**config.mk**
```make
export PLATFORM = sky130hd
export DESIGN_NAME = cam_bist_top
export DESIGN_NICKNAME = d
export VERILOG_FILES = /design/src/cam_bist_pkg.sv /design/src/cam_bist_if.sv /design/src/cam_array.sv /design/src/cam_bist_checker.sv /design/src/cam_bist_outhandler.sv /design/src/cam_bist_sequencer.sv /design/src/cam_bist_top.sv
export SDC_FILE = /design/constraint.sdc
export NUM_CORES = 1
export LEC_CHECK = 0
export BUFFER_PORTS_ARGS = -buffer_cell sky130_fd_sc_hd__clkbuf_2
export CORE_MARGIN = 8
export CORE_UTILIZATION = 35
export CTS_BUF_LIST = sky130_fd_sc_hd__clkbuf_8 sky130_fd_sc_hd__clkbuf_16
export CTS_CLUSTER_DIAMETER = 200
export CTS_CLUSTER_SIZE = 20
export DETAILED_ROUTE_END_ITERATION = 8
export GPL_TIMING_DRIVEN = 0
export PLACE_DENSITY_LB_ADDON = 0.2
export REMOVE_ABC_BUFFERS = 1
export SKIP_CTS_REPAIR_TIMING = 1
export SYNTH_ARGS = -nofsm -noshare
export SYNTH_HDL_FRONTEND = slang
export SYNTH_SLANG_ARGS = --single-unit
```
**constraint.sdc**
```tcl
create_clock -name bist_clk -period 6.3 [get_ports bist_clk]
set_clock_uncertainty 0.05 [all_clocks]
set_input_delay 0.945 -clock bist_clk [delete_from_list [all_inputs] [get_ports bist_clk]]
set_output_delay 0.945 -clock bist_clk [all_outputs]
set_load 0.02 [all_outputs]
```
**src/cam_bist_pkg.sv**
```systemverilog
package cam_bist_pkg;

  // Widest data word the background function can produce
  localparam int MAX_DWIDTH = 64;

  // ==================================================
  // Algorithm phases
  // ==================================================

  // One value per step of the CAM test, in execution order
  typedef enum logic [3:0] {
    PH_IDLE          = 4'd0,
    PH_FILL          = 4'd1,
    PH_SEARCH_ALL    = 4'd2,
    PH_MARCH_WRITE   = 4'd3,
    PH_MARCH_HIT     = 4'd4,
    PH_MARCH_MISS    = 4'd5,
    PH_MARCH_RESTORE = 4'd6,
    PH_SEARCH_NONE   = 4'd7,
    PH_READ          = 4'd8,
    PH_DRAIN         = 4'd9,
    PH_DONE          = 4'd10
  } bist_phase_t;

  // Expected match pattern, {sel1, sel0} encoding
  typedef enum logic [1:0] {
    MS_ALL_MATCH       = 2'b00,
    MS_SINGLE_MATCH    = 2'b01,
    MS_SINGLE_MISMATCH = 2'b10,
    MS_ALL_MISMATCH    = 2'b11
  } match_sel_t;

  // Alternating 1010 pattern with bit 0 low, upper bits beyond width are zero
  function automatic logic [MAX_DWIDTH-1:0] background_word(input int width);
    logic [MAX_DWIDTH-1:0] word;
    word = '0;
    for (int i = 0; i < width && i < MAX_DWIDTH; i++) begin
      word[i] = (i % 2) == 1;
    end
    return word;
  endfunction

endpackage

```
**src/cam_bist_if.sv**
```systemverilog
interface cam_bist_if
  import cam_bist_pkg::*;
#(
  parameter int RF_ENTRIES = 16,
  parameter int RF_DWIDTH  = 8,
  parameter int RF_AWIDTH  = 4
) ();

  // Operation strobes, one cycle each and mutually exclusive
  logic                 wr_en;
  logic                 srch_en;
  logic                 rd_en;
  logic [RF_AWIDTH-1:0] addr;
  // Write data or search key
  logic [RF_DWIDTH-1:0] wdata;
  // Compare context for the output side
  logic                 cm_mode;
  match_sel_t           match_sel;
  logic                 chk_en;
  logic [RF_DWIDTH-1:0] exp_data;
  bist_phase_t          phase;

  // Every entry must be reachable through addr
  if (RF_ENTRIES > (1 << RF_AWIDTH)) begin : g_size_chk
    $error("cam_bist_if: RF_ENTRIES does not fit in RF_AWIDTH address bits");
  end

  modport seq (output wr_en, srch_en, rd_en, addr, wdata, cm_mode,
               match_sel, chk_en, exp_data, phase);
  modport cam (input wr_en, srch_en, rd_en, addr, wdata);
  modport out (input addr, cm_mode, match_sel, chk_en, exp_data, phase);

endinterface

```
**src/cam_array.sv**
```systemverilog
module cam_array #(
  parameter int RF_ENTRIES = 16,
  parameter int RF_DWIDTH  = 8,
  parameter int RF_AWIDTH  = 4
) (
  input  logic                  bist_clk,
  input  logic                  rst_n,
  input  logic                  fault_en,
  input  logic [RF_AWIDTH-1:0]  fault_addr,
  cam_bist_if.cam               ops,
  output logic [RF_ENTRIES-1:0] match_lines,
  output logic [RF_DWIDTH-1:0]  rd_data
);

  // Storage and its view with the defect applied
  logic [RF_DWIDTH-1:0]  mem     [RF_ENTRIES];
  logic [RF_DWIDTH-1:0]  eff_mem [RF_ENTRIES];
  // First pipeline stage
  logic [RF_ENTRIES-1:0] match_s1;
  logic [RF_DWIDTH-1:0]  rd_s1;

  // Stuck-at-1 on bit 0 of the faulted entry
  always_comb begin
    for (int i = 0; i < RF_ENTRIES; i++) begin
      eff_mem[i] = mem[i];
      if (fault_en && (fault_addr == RF_AWIDTH'(i))) begin
        eff_mem[i][0] = 1'b1;
      end
    end
  end

  // Write lands at the next edge
  always_ff @(posedge bist_clk) begin
    if (ops.wr_en) begin
      mem[ops.addr] <= ops.wdata;
    end
  end

  // ==================================================
  // Search and read pipeline
  // ==================================================
  always_ff @(posedge bist_clk) begin
    // Parallel compare of all entries against the key
    if (ops.srch_en) begin
      for (int i = 0; i < RF_ENTRIES; i++) begin
        match_s1[i] <= (eff_mem[i] == ops.wdata);
      end
    end
    if (ops.rd_en) begin
      rd_s1 <= eff_mem[ops.addr];
    end
    // Second stage
    match_lines <= match_s1;
    rd_data     <= rd_s1;
  end

  // Single-port array, no access may collide with a write
  a_no_wr_collision: assert property (@(posedge bist_clk) disable iff (!rst_n)
    ops.wr_en |-> !(ops.srch_en || ops.rd_en));

endmodule

```
**src/cam_bist_checker.sv**
```systemverilog
module cam_bist_checker
  import cam_bist_pkg::*;
#(
  parameter int RF_ENTRIES = 16,
  parameter int RF_DWIDTH  = 8,
  parameter int RF_AWIDTH  = 4
) (
  input  logic                 bist_clk,
  input  logic                 rst_n,
  input  logic                 bist_start,
  cam_bist_if.out              obs,
  input  logic [RF_DWIDTH-1:0] chk_data,
  output logic                 bist_fail,
  output bist_phase_t          fail_phase
);

  logic                 chk_en_d1, chk_en_d2;
  logic [RF_DWIDTH-1:0] exp_d1, exp_d2;
  bist_phase_t          phase_d1, phase_d2;
  logic                 mismatch;

  // Single-mismatch and zero-key searches need two entries and a two-bit word
  if (RF_ENTRIES < 2 || RF_DWIDTH < 2 || RF_AWIDTH < 1) begin : g_size_chk
    $error("cam_bist_checker: array too small for the CAM test algorithm");
  end

  // ==================================================
  // Expectation pipeline
  // ==================================================
  always_ff @(posedge bist_clk) begin
    if (!rst_n) begin
      chk_en_d1 <= 1'b0;
      chk_en_d2 <= 1'b0;
      phase_d1  <= PH_IDLE;
      phase_d2  <= PH_IDLE;
    end else begin
      chk_en_d1 <= obs.chk_en;
      chk_en_d2 <= chk_en_d1;
      phase_d1  <= obs.phase;
      phase_d2  <= phase_d1;
    end
  end

  always_ff @(posedge bist_clk) begin
    exp_d1 <= obs.exp_data;
    exp_d2 <= exp_d1;
  end

  assign mismatch = chk_en_d2 && (chk_data != exp_d2);

  // Sticky fail, first failing phase only
  always_ff @(posedge bist_clk) begin
    if (!rst_n || bist_start) begin
      bist_fail  <= 1'b0;
      fail_phase <= PH_IDLE;
    end else if (mismatch && !bist_fail) begin
      bist_fail  <= 1'b1;
      fail_phase <= phase_d2;
    end
  end

  a_fail_sticky: assert property (@(posedge bist_clk) disable iff (!rst_n)
    (bist_fail && !bist_start) |=> bist_fail);

endmodule

```
**src/cam_bist_outhandler.sv**
```systemverilog
module cam_bist_outhandler
  import cam_bist_pkg::*;
#(
  parameter int RF_ENTRIES = 16,
  parameter int RF_DWIDTH  = 8,
  parameter int RF_AWIDTH  = 4
) (
  input  logic                  bist_clk,
  cam_bist_if.out               obs,
  input  logic [RF_ENTRIES-1:0] match_lines,
  input  logic [RF_DWIDTH-1:0]  rd_data,
  output logic [RF_DWIDTH-1:0]  chk_data
);

  // Compare context aligned with array results
  logic [RF_AWIDTH-1:0]  addr_d1, addr_d2;
  logic                  cm_mode_d1, cm_mode_d2;
  match_sel_t            sel_d1, sel_d2;
  logic [RF_ENTRIES-1:0] one_hot;
  logic [RF_ENTRIES-1:0] exp_match;
  logic [RF_ENTRIES-1:0] match_diff;
  logic [RF_DWIDTH-1:0]  cmp_data;

  always_ff @(posedge bist_clk) begin
    addr_d1    <= obs.addr;
    addr_d2    <= addr_d1;
    cm_mode_d1 <= obs.cm_mode;
    cm_mode_d2 <= cm_mode_d1;
    sel_d1     <= obs.match_sel;
    sel_d2     <= sel_d1;
  end

  // ==================================================
  // Expected match vector and compare
  // ==================================================
  assign one_hot = RF_ENTRIES'(1) << addr_d2;

  always_comb begin
    case (sel_d2)
      MS_ALL_MATCH:       exp_match = '1;
      MS_SINGLE_MATCH:    exp_match = one_hot;
      MS_SINGLE_MISMATCH: exp_match = ~one_hot;
      default:            exp_match = '0;
    endcase
  end

  // Any set bit is a wrong match line
  assign match_diff = exp_match ^ match_lines;

  // ==================================================
  // Compaction onto the data width
  // ==================================================
  if (RF_DWIDTH < RF_ENTRIES) begin : g_fold
    // Entry i folds into bit i mod width
    always_comb begin
      cmp_data = '0;
      for (int i = 0; i < RF_ENTRIES; i++) begin
        cmp_data[i % RF_DWIDTH] = cmp_data[i % RF_DWIDTH] | match_diff[i];
      end
    end
  end else if (RF_DWIDTH == RF_ENTRIES) begin : g_equal
    assign cmp_data = match_diff;
  end else begin : g_pad
    assign cmp_data = {{(RF_DWIDTH - RF_ENTRIES){1'b0}}, match_diff};
  end

  // Compare result in search mode, read data otherwise
  assign chk_data = cm_mode_d2 ? cmp_data : rd_data;

endmodule

```
**src/cam_bist_sequencer.sv**
```systemverilog
module cam_bist_sequencer
  import cam_bist_pkg::*;
#(
  parameter int RF_ENTRIES = 16,
  parameter int RF_DWIDTH  = 8,
  parameter int RF_AWIDTH  = 4
) (
  input  logic  bist_clk,
  input  logic  rst_n,
  input  logic  bist_start,
  output logic  bist_done,
  cam_bist_if.seq ctl
);

  localparam logic [MAX_DWIDTH-1:0] BG_FULL   = background_word(RF_DWIDTH);
  localparam logic [RF_DWIDTH-1:0]  BG        = BG_FULL[RF_DWIDTH-1:0];
  localparam logic [RF_AWIDTH-1:0]  LAST_ADDR = RF_AWIDTH'(RF_ENTRIES - 1);

  bist_phase_t          phase;
  logic [RF_AWIDTH-1:0] addr_cnt;
  logic                 last_entry;

  assign last_entry = (addr_cnt == LAST_ADDR);
  assign bist_done  = (phase == PH_DONE);

  // ==================================================
  // Phase and address stepping
  // ==================================================
  always_ff @(posedge bist_clk) begin
    if (!rst_n) begin
      phase    <= PH_IDLE;
      addr_cnt <= '0;
    end else begin
      case (phase)
        PH_IDLE, PH_DONE: begin
          if (bist_start) begin
            phase    <= PH_FILL;
            addr_cnt <= '0;
          end
        end
        PH_FILL: begin
          if (last_entry) begin
            phase    <= PH_SEARCH_ALL;
            addr_cnt <= '0;
          end else begin
            addr_cnt <= addr_cnt + 1'b1;
          end
        end
        PH_SEARCH_ALL:  phase <= PH_MARCH_WRITE;
        PH_MARCH_WRITE: phase <= PH_MARCH_HIT;
        PH_MARCH_HIT:   phase <= PH_MARCH_MISS;
        PH_MARCH_MISS:  phase <= PH_MARCH_RESTORE;
        PH_MARCH_RESTORE: begin
          // Four operations per entry, then on to the next one
          if (last_entry) begin
            phase    <= PH_SEARCH_NONE;
            addr_cnt <= '0;
          end else begin
            phase    <= PH_MARCH_WRITE;
            addr_cnt <= addr_cnt + 1'b1;
          end
        end
        PH_SEARCH_NONE: phase <= PH_READ;
        PH_READ: begin
          if (last_entry) begin
            phase    <= PH_DRAIN;
            addr_cnt <= '0;
          end else begin
            addr_cnt <= addr_cnt + 1'b1;
          end
        end
        PH_DRAIN: begin
          // Two idle cycles let the last read clear the pipeline
          if (addr_cnt == RF_AWIDTH'(1)) begin
            phase    <= PH_DONE;
            addr_cnt <= '0;
          end else begin
            addr_cnt <= addr_cnt + 1'b1;
          end
        end
        default: phase <= PH_IDLE;
      endcase
    end
  end

  // ==================================================
  // Operation decode
  // ==================================================
  always_comb begin
    ctl.wr_en     = 1'b0;
    ctl.srch_en   = 1'b0;
    ctl.rd_en     = 1'b0;
    ctl.addr      = addr_cnt;
    ctl.wdata     = BG;
    ctl.cm_mode   = 1'b0;
    ctl.match_sel = MS_ALL_MATCH;
    ctl.chk_en    = 1'b0;
    ctl.exp_data  = '0;
    ctl.phase     = phase;
    case (phase)
      PH_FILL, PH_MARCH_RESTORE: ctl.wr_en = 1'b1;
      PH_MARCH_WRITE: begin
        ctl.wr_en = 1'b1;
        ctl.wdata = ~BG;
      end
      PH_SEARCH_ALL, PH_MARCH_HIT, PH_MARCH_MISS, PH_SEARCH_NONE: begin
        ctl.srch_en = 1'b1;
        ctl.cm_mode = 1'b1;
        ctl.chk_en  = 1'b1;
        // Only the addressed entry holds the inverted word
        if (phase == PH_MARCH_HIT) begin
          ctl.wdata     = ~BG;
          ctl.match_sel = MS_SINGLE_MATCH;
        end else if (phase == PH_MARCH_MISS) begin
          ctl.match_sel = MS_SINGLE_MISMATCH;
        end else if (phase == PH_SEARCH_NONE) begin
          ctl.wdata     = '0;
          ctl.match_sel = MS_ALL_MISMATCH;
        end
      end
      PH_READ: begin
        ctl.rd_en    = 1'b1;
        ctl.chk_en   = 1'b1;
        ctl.exp_data = BG;
      end
      default: ;
    endcase
  end

  // Strobes never overlap
  a_one_op: assert property (@(posedge bist_clk) disable iff (!rst_n)
    $onehot0({ctl.wr_en, ctl.srch_en, ctl.rd_en}));

endmodule

```
**src/cam_bist_top.sv**
```systemverilog
module cam_bist_top
  import cam_bist_pkg::*;
#(
  parameter int RF_ENTRIES = 16,
  parameter int RF_DWIDTH  = 8,
  parameter int RF_AWIDTH  = 4
) (
  input  logic                 bist_clk,
  input  logic                 rst_n,
  input  logic                 bist_start,
  input  logic                 fault_en,
  input  logic [RF_AWIDTH-1:0] fault_addr,
  output logic                 bist_done,
  output logic                 bist_fail,
  output bist_phase_t          fail_phase
);

  // Array results and handler output
  logic [RF_ENTRIES-1:0] match_lines;
  logic [RF_DWIDTH-1:0]  rd_data;
  logic [RF_DWIDTH-1:0]  chk_data;

  // Test operation bus
  cam_bist_if #(
    .RF_ENTRIES(RF_ENTRIES), .RF_DWIDTH(RF_DWIDTH), .RF_AWIDTH(RF_AWIDTH)
  ) bist_bus ();

  cam_bist_sequencer #(
    .RF_ENTRIES(RF_ENTRIES), .RF_DWIDTH(RF_DWIDTH), .RF_AWIDTH(RF_AWIDTH)
  ) u_sequencer (
    .bist_clk(bist_clk), .rst_n(rst_n), .bist_start(bist_start),
    .bist_done(bist_done), .ctl(bist_bus.seq)
  );

  cam_array #(
    .RF_ENTRIES(RF_ENTRIES), .RF_DWIDTH(RF_DWIDTH), .RF_AWIDTH(RF_AWIDTH)
  ) u_array (
    .bist_clk(bist_clk), .rst_n(rst_n), .fault_en(fault_en), .fault_addr(fault_addr),
    .ops(bist_bus.cam), .match_lines(match_lines), .rd_data(rd_data)
  );

  cam_bist_outhandler #(
    .RF_ENTRIES(RF_ENTRIES), .RF_DWIDTH(RF_DWIDTH), .RF_AWIDTH(RF_AWIDTH)
  ) u_outhandler (
    .bist_clk(bist_clk), .obs(bist_bus.out), .match_lines(match_lines),
    .rd_data(rd_data), .chk_data(chk_data)
  );

  cam_bist_checker #(
    .RF_ENTRIES(RF_ENTRIES), .RF_DWIDTH(RF_DWIDTH), .RF_AWIDTH(RF_AWIDTH)
  ) u_checker (
    .bist_clk(bist_clk), .rst_n(rst_n), .bist_start(bist_start), .obs(bist_bus.out),
    .chk_data(chk_data), .bist_fail(bist_fail), .fail_phase(fail_phase)
  );

endmodule

```
# After elaboration in Yosys (flattened, before gate mapping)
# Memories as Yosys holds them, arrays and structs flattened.
# Cells that the tools add are included.
# word_totals
ff_bits,101
latchBits,0
ramBits,128
mem_bits_ro,0
out_inout_bits,6
elab_cells,165
n_memories,1
# mem_list
name,depth,word_bits,read_ports,rd_clocked_by_memory_dff,write_ports,line_no,source
u_array.mem,16,8,16,0,1,cam_array.sv:16,logic [RF_DWIDTH-1:0] mem [RF_ENTRIES];
# classes
addsub,1
mul,0
div,0
order_cmp,1
n_eq_ne,50
shifts,1
muxes,45
bitwise,12
n_reduce_logical,33
# ops
op,n
equality test 8 bit,16
two-way mux 8 bit,7
"equality test 4 bit, second input constant",12
one-hot mux 16 bit (3 select lines),1
one-hot mux 4 bit (10 select lines),1
binary-select mux 8 bit (select 4 bit),1
"equality test 4 x 3 -> 1 bit, second input constant",8
two-way mux 4 bit,7
two-way mux 1 bit,23
logical AND 1 bit,18
"equality test 4 x 2 -> 1 bit, second input constant",4
inverter 16 bit,1
one-hot mux 8 bit (2 select lines),1
"left shift 1 x 4 -> 16 bit, first input constant",1
bitwise XOR 16 bit,1
"equality test 4 x 1 -> 1 bit, second input constant",3
one-hot mux 4 bit (3 select lines),1
logical NOT 4 bit,2
inequality test 8 bit,1
bitwise OR 1 bit,8
"inequality test 2 x 1 -> 1 bit, second input constant",3
OR reduction 3 bit,2
"greater-or-equal comparator 5 bit, second input constant",1
inverter 4 -> 5 bit,1
other kinds (16),19

# Longest topological paths before layout
# depth
ltp_word,9
ltp_mapped,10
mapped_depth_nobuf,8

# Hierarchy
# Synthesis repeated with hierarchy kept, for this count alone.
# hier_totals
hier_cells,734
hier_area_um2,10480.1
# by_module_without_submodules
mod,instances,cells_each,area_per_inst_um2,seq_area_each_um2
cam_array,1,473,7838.8,5044.8
cam_bist_outhandler,1,86,960.9,280.3
cam_bist_checker,1,69,884.6,620.6
cam_bist_sequencer,1,106,795.8,160.2

# Worst setup path before layout
# No wires, ideal clock.
# synth_path
path_kind,input to register
startpoint,input port fault_addr[0]
endpoint,register u_array.rd_s1[0] (data pin)
arrival_time_ns,2.345
slack_ns,3.775
path_stages,5
n_path_buf,0
cell_sequence,nor3b_1 -> a31oi_1 -> mux4_2 -> mux4_2 -> inv_1
# synth_via
elab_chain_len,6
word_cells_on_any_way,51
# synth_lines
item,line_no,source
start: declaration,cam_bist_top.sv:12,"input logic [RF_AWIDTH-1:0] fault_addr,"
equality test 4 bit (tied with other cells),cam_array.sv:26,if (fault_en && (fault_addr == RF_AWIDTH'(i))) begin
logical AND 1 bit,cam_array.sv:26,
two-way mux 1 bit,cam_array.sv:26,
binary-select mux 8 bit (select 4 bit) *,cam_array.sv:50,rd_s1 <= eff_mem[ops.addr];
two-way mux 8 bit (not written as such) * (2 in series),cam_array.sv:50,
end signal: assignment,cam_array.sv:50,
end: declaration,cam_array.sv:20,logic [RF_DWIDTH-1:0] rd_s1;
# Mark *: on every way between the ends. The rest lies on a longest branch, timed or not. The select of a mux whose other input is x is not followed.
# A chain may end at the register's enable or synchronous reset.

# Worst setup path in the final report
# layout_path
startpoint,register u_outhandler.sel_d2[1]
endpoint,register u_checker.fail_phase[2]
# layout_via
elab_chain_len,8
word_cells_on_any_way,17
# layout_lines
item,line_no,source
start: declaration,cam_bist_outhandler.sv:18,"match_sel_t sel_d1, sel_d2;"
start signal: assignment,cam_bist_outhandler.sv:30,sel_d2 <= sel_d1;
equality test 2 bit (tied with other cells),cam_bist_outhandler.sv:39,case (sel_d2)
one-hot mux 16 bit (3 select lines) *,cam_bist_outhandler.sv:39,
bitwise XOR 16 bit *,cam_bist_outhandler.sv:48,assign match_diff = exp_match ^ match_lines;
bitwise OR 1 bit,cam_bist_outhandler.sv:58,cmp_data[i % RF_DWIDTH] = cmp_data[i % RF_DWIDTH] | match_diff[i];
two-way mux 8 bit *,cam_bist_outhandler.sv:68,assign chk_data = cm_mode_d2 ? cmp_data : rd_data;
inequality test 8 bit *,cam_bist_checker.sv:49,assign mismatch = chk_en_d2 && (chk_data != exp_d2);
logical AND 1 bit *,cam_bist_checker.sv:49,
logical AND 1 bit *,cam_bist_checker.sv:56,end else if (mismatch && !bist_fail) begin
end signal: assignment,cam_bist_checker.sv:58,fail_phase <= phase_d2;
end: declaration,cam_bist_checker.sv:14,output bist_phase_t fail_phase
# Mark *: on every way between the ends. The rest lies on a longest branch, timed or not.

==> impl_metrics.tcl <==
set metrics [dict create \
    die-area_mm2 0.0193 \
    max-slew-margin-rel_pct 33.2 \
    area_growth_pct 8.47 \
    netlist_top_cells_count "58 x dfxtp_1, 51 x edfxtp_1, 32 x nor2_1" \
    max-cap-violations 0 \
    gp_congestion 0.847 \
    nNetsFinal 477 \
    num_rows 45 \
    setup_viol 0 \
    drc 0 \
    antenna_found_initial 0 \
    max_freq_mhz 360 \
    die_h_um 139 \
    path_class "reg -> reg" \
    fillers 1439 \
    tightestPinTransition_ns 0.997 \
    r2r_cells 8 \
    clockBufferDepth 2 \
    whs_path_depth 0 \
    grt_pass1_wl_um 18300 \
    synth_cell_type_count 67 \
    grtUsageTotal_pct 11.7 \
    crit_path_cell_trace "nor4bb_1 > nor3b_1 > o31ai_1 > a221oi_1 > o21ai_1 > o211a_2 > o21ai_1 > a21boi_1" \
    slowest_delay_ns 0.95 \
    timing.rr.start "u_outhandler.sel_d2[1]" \
    num_antenna_cells 0 \
    firstDrtPassIters 4 \
    postRouteAntennaNets 0 \
    seq_area_frac_synth_pct 50.9 \
    io-pin-count 14 \
    grt_max_degree 34 \
    post-dp-hpwl_um 7740 \
    p_leak_nw 1.93 \
    use_met3_pct 2.17 \
    finalSetupTns_ns 0 \
    core_area_mm2 0.0150 \
    hp-class "reg -> reg" \
    synthFlopType "dfxtp_1" \
    cp_slowest_cell "dfxtp_1" \
    regToRegEndpoint "u_checker.fail_phase[2]" \
    syn_avg_cell_area_um2 11.2 \
    pre_cts_ws_ns 3.18 \
    ctsRootBufferMaster "clkbuf_16" \
    cp_common_cell "o21ai_1" \
    synthArstFlopShare_pct 0 \
    drive_gt1_share_pct 12.3 \
    syn-cell-area_mm2 0.00529 \
    yosys.area.top_type "edfxtp_1" \
    min_to "u_outhandler.addr_d2[1]" \
    h-tree-depth 3 \
    io_buffers 13 \
    critPathLaunchType "flip-flop" \
    end_kind "flip-flop" \
    synth_warnings 0 \
    drt-initial-drc-count 315 \
    hold_violations 0 \
    synth.most_common_cell "dfxtp_1" \
    ys_ff_latch 109 \
    syn_inst 473 \
    vias 3554 \
    r2r_slack_ns 3.52 \
    power.density_mw_per_mm2 351 \
    via_per_inst 5.40 \
    cp.required_ns 6.53 \
    finalWorstSetupSlack_ns 3.52 \
    clk_latency_ns 0.35 \
    final_util_pct 38.3 \
    fin_crit_sh_pct 44.1 \
    hold_start "u_outhandler.addr_d1[1]" \
    cp_max_fo 27 \
    grtUsageMet1_pct 15.0 \
    numCtsBuffers 9 \
    drt-total-wl_um 11000 \
    synth_area_leaders "edfxtp_1 29%, dfxtp_1 22%, mux4_2 6.4%" \
    synth-edff-count 51 \
    yosys.area.top_type_share_pct 29.0 \
    final_max_slew_viol_count 0 \
    arrival_ns 3.01 \
    grt_use_met2_pct 19.1 \
    die_width_um 139 \
    fin_crit_ns 2.78 \
    rsz0062_at_grt "false" \
    first_global_vias 3447 \
    path_clk_slew_ns 0.07 \
    top_usage_layer "met2" \
    outcome "finished clean" \
    grt_overflow_total 0 \
    peakVddDrop_v 0.000155 \
    cts_tree "built" \
    wl_per_cell_um 16.6 \
    cts_sinks 109 \
    start_util_pct 35.3 \
]
==> cell type report <==
class                      instances  area (um^2)  area share, %
tap                              188          235           4.10
sequential                       109         2690           46.9
clock buffer                      10          250           4.36
timing repair buffer              13         65.1           1.13
multi-input combinational        319         2390           41.7
inverter                          13         48.8          0.851
clock inverter                     6         50.0          0.872
==> registers in the layout (all words and copies together) (netlist names), 2 cells and up <==
register / count
u_array.rd_data: 3
u_outhandler.addr_d1: 4
u_outhandler.addr_d2: 4
u_checker.fail_phase: 4
u_array.rd_s1: 3
u_array.match_s1: 16
u_outhandler.sel_d2: 2
u_checker.phase_d1: 4
u_array.match_lines: 16
u_sequencer.ctl.phase: 4
u_checker.phase_d2: 4
u_array.mem: 32
u_outhandler.sel_d1: 2
u_sequencer.ctl.addr: 4
==> per-layer routing <==
| metal | vias up | part of all wire [%] |
|---|---|---|
| met3 | 13 | 3.6 |
| met5 | - | 0 |
| met4 | 0 | 2.0 |
| li1 | 1769 | - |
| met1 | 1711 | 48 |
| met2 | 61 | 47 |
==> worst max-delay path: cells and delay by family, from the launching register on <==
kind | cells | cell delay [ns]
flops | 1 | 0.95
simple gates | 2 | 0.42
compound gates | 6 | 1.27
==> layout by cell type (no fill, tap or decap), drive strengths merged, types with 3 or more instances in the layout <==
cell type  synthesis  layout
and2              11      11
edfxtp            51      51
dfxtp             58      58
nand3b             9       9
a22oi             18      18
a21oi             26      26
nor2b              7       7
nor2              32      32
mux4              15      15
o22ai              3       3
nand4b             3       3
and3b              6       6
and4b              4       4
nand2b             7       7
nand3              5       5
a21boi             6       6
xor2               8       8
nor3b             10      10
mux2i              6       6
o21a               5       5
xnor2              4       4
ha                 4       4
nand2             23      23
clkbuf            14      23
o21bai            16      16
nor4b              3       3
nor4               3       3
a31oi              6       6
nor3              10      10
o21ai             26      26
nor4bb             8       8
inv               12      17
==> report_power, final <==
part / total, mW / switching (mW) / leakage (nW) / internal, mW
Sequential: 1.03 / 0.140 / 0.941 / 0.888
Clock: 0.555 / 0.256 / 0.154 / 0.299
Combinational: 0.428 / 0.228 / 0.832 / 0.200
==> per-stage QoR <==
step                      power [mW]  hold slack, ns  area (um^2)  std cells
final                           2.01           0.278         5740        658
after global routing            2.13           0.284         5740        658
after CTS                       2.04           0.279         5730        658
after detailed placement        1.48           0.262         5430        642
after global placement          1.46           0.261         5430        642
after floorplan                 1.34           0.260         5120        441
==> how the worst max path moves through the flow <==
stage | start | endpoint | slack (ns) | cells after the start
6_report | u_outhandler.sel_d2[1] | u_checker.fail_phase[2] | 3.52 | 8
5_1_grt | u_outhandler.sel_d2[0] | u_checker.fail_phase[0] | 3.20 | 8
4_1_cts | u_sequencer.ctl.phase[0] | u_array.mem[14][5] | 3.20 | 3
3_5_place_dp | fault_addr[0] | u_array.rd_s1[0] | 3.18 | 6
3_3_place_gp | fault_addr[0] | u_array.rd_s1[0] | 3.17 | 6
2_1_floorplan | fault_addr[0] | u_array.rd_s1[0] | 3.78 | 5
==> kinds of logic (layout without fill, tap and decap cells) <==
| group | Yosys count | after routing | share of synthesized area, % |
|---|---|---|---|
| fa+ha+maj | 4 | 4 | 0.946 |
| flops | 109 | 109 | 50.9 |
| compound gates | 127 | 127 | 16.2 |
| mux | 23 | 23 | 7.95 |
| buf+inv | 45 | 42 | 4.02 |
| simple gates | 153 | 153 | 18.0 |
| xor+xnor | 12 | 12 | 1.99 |
No activity file was read; power rests on OpenSTA's default activity.
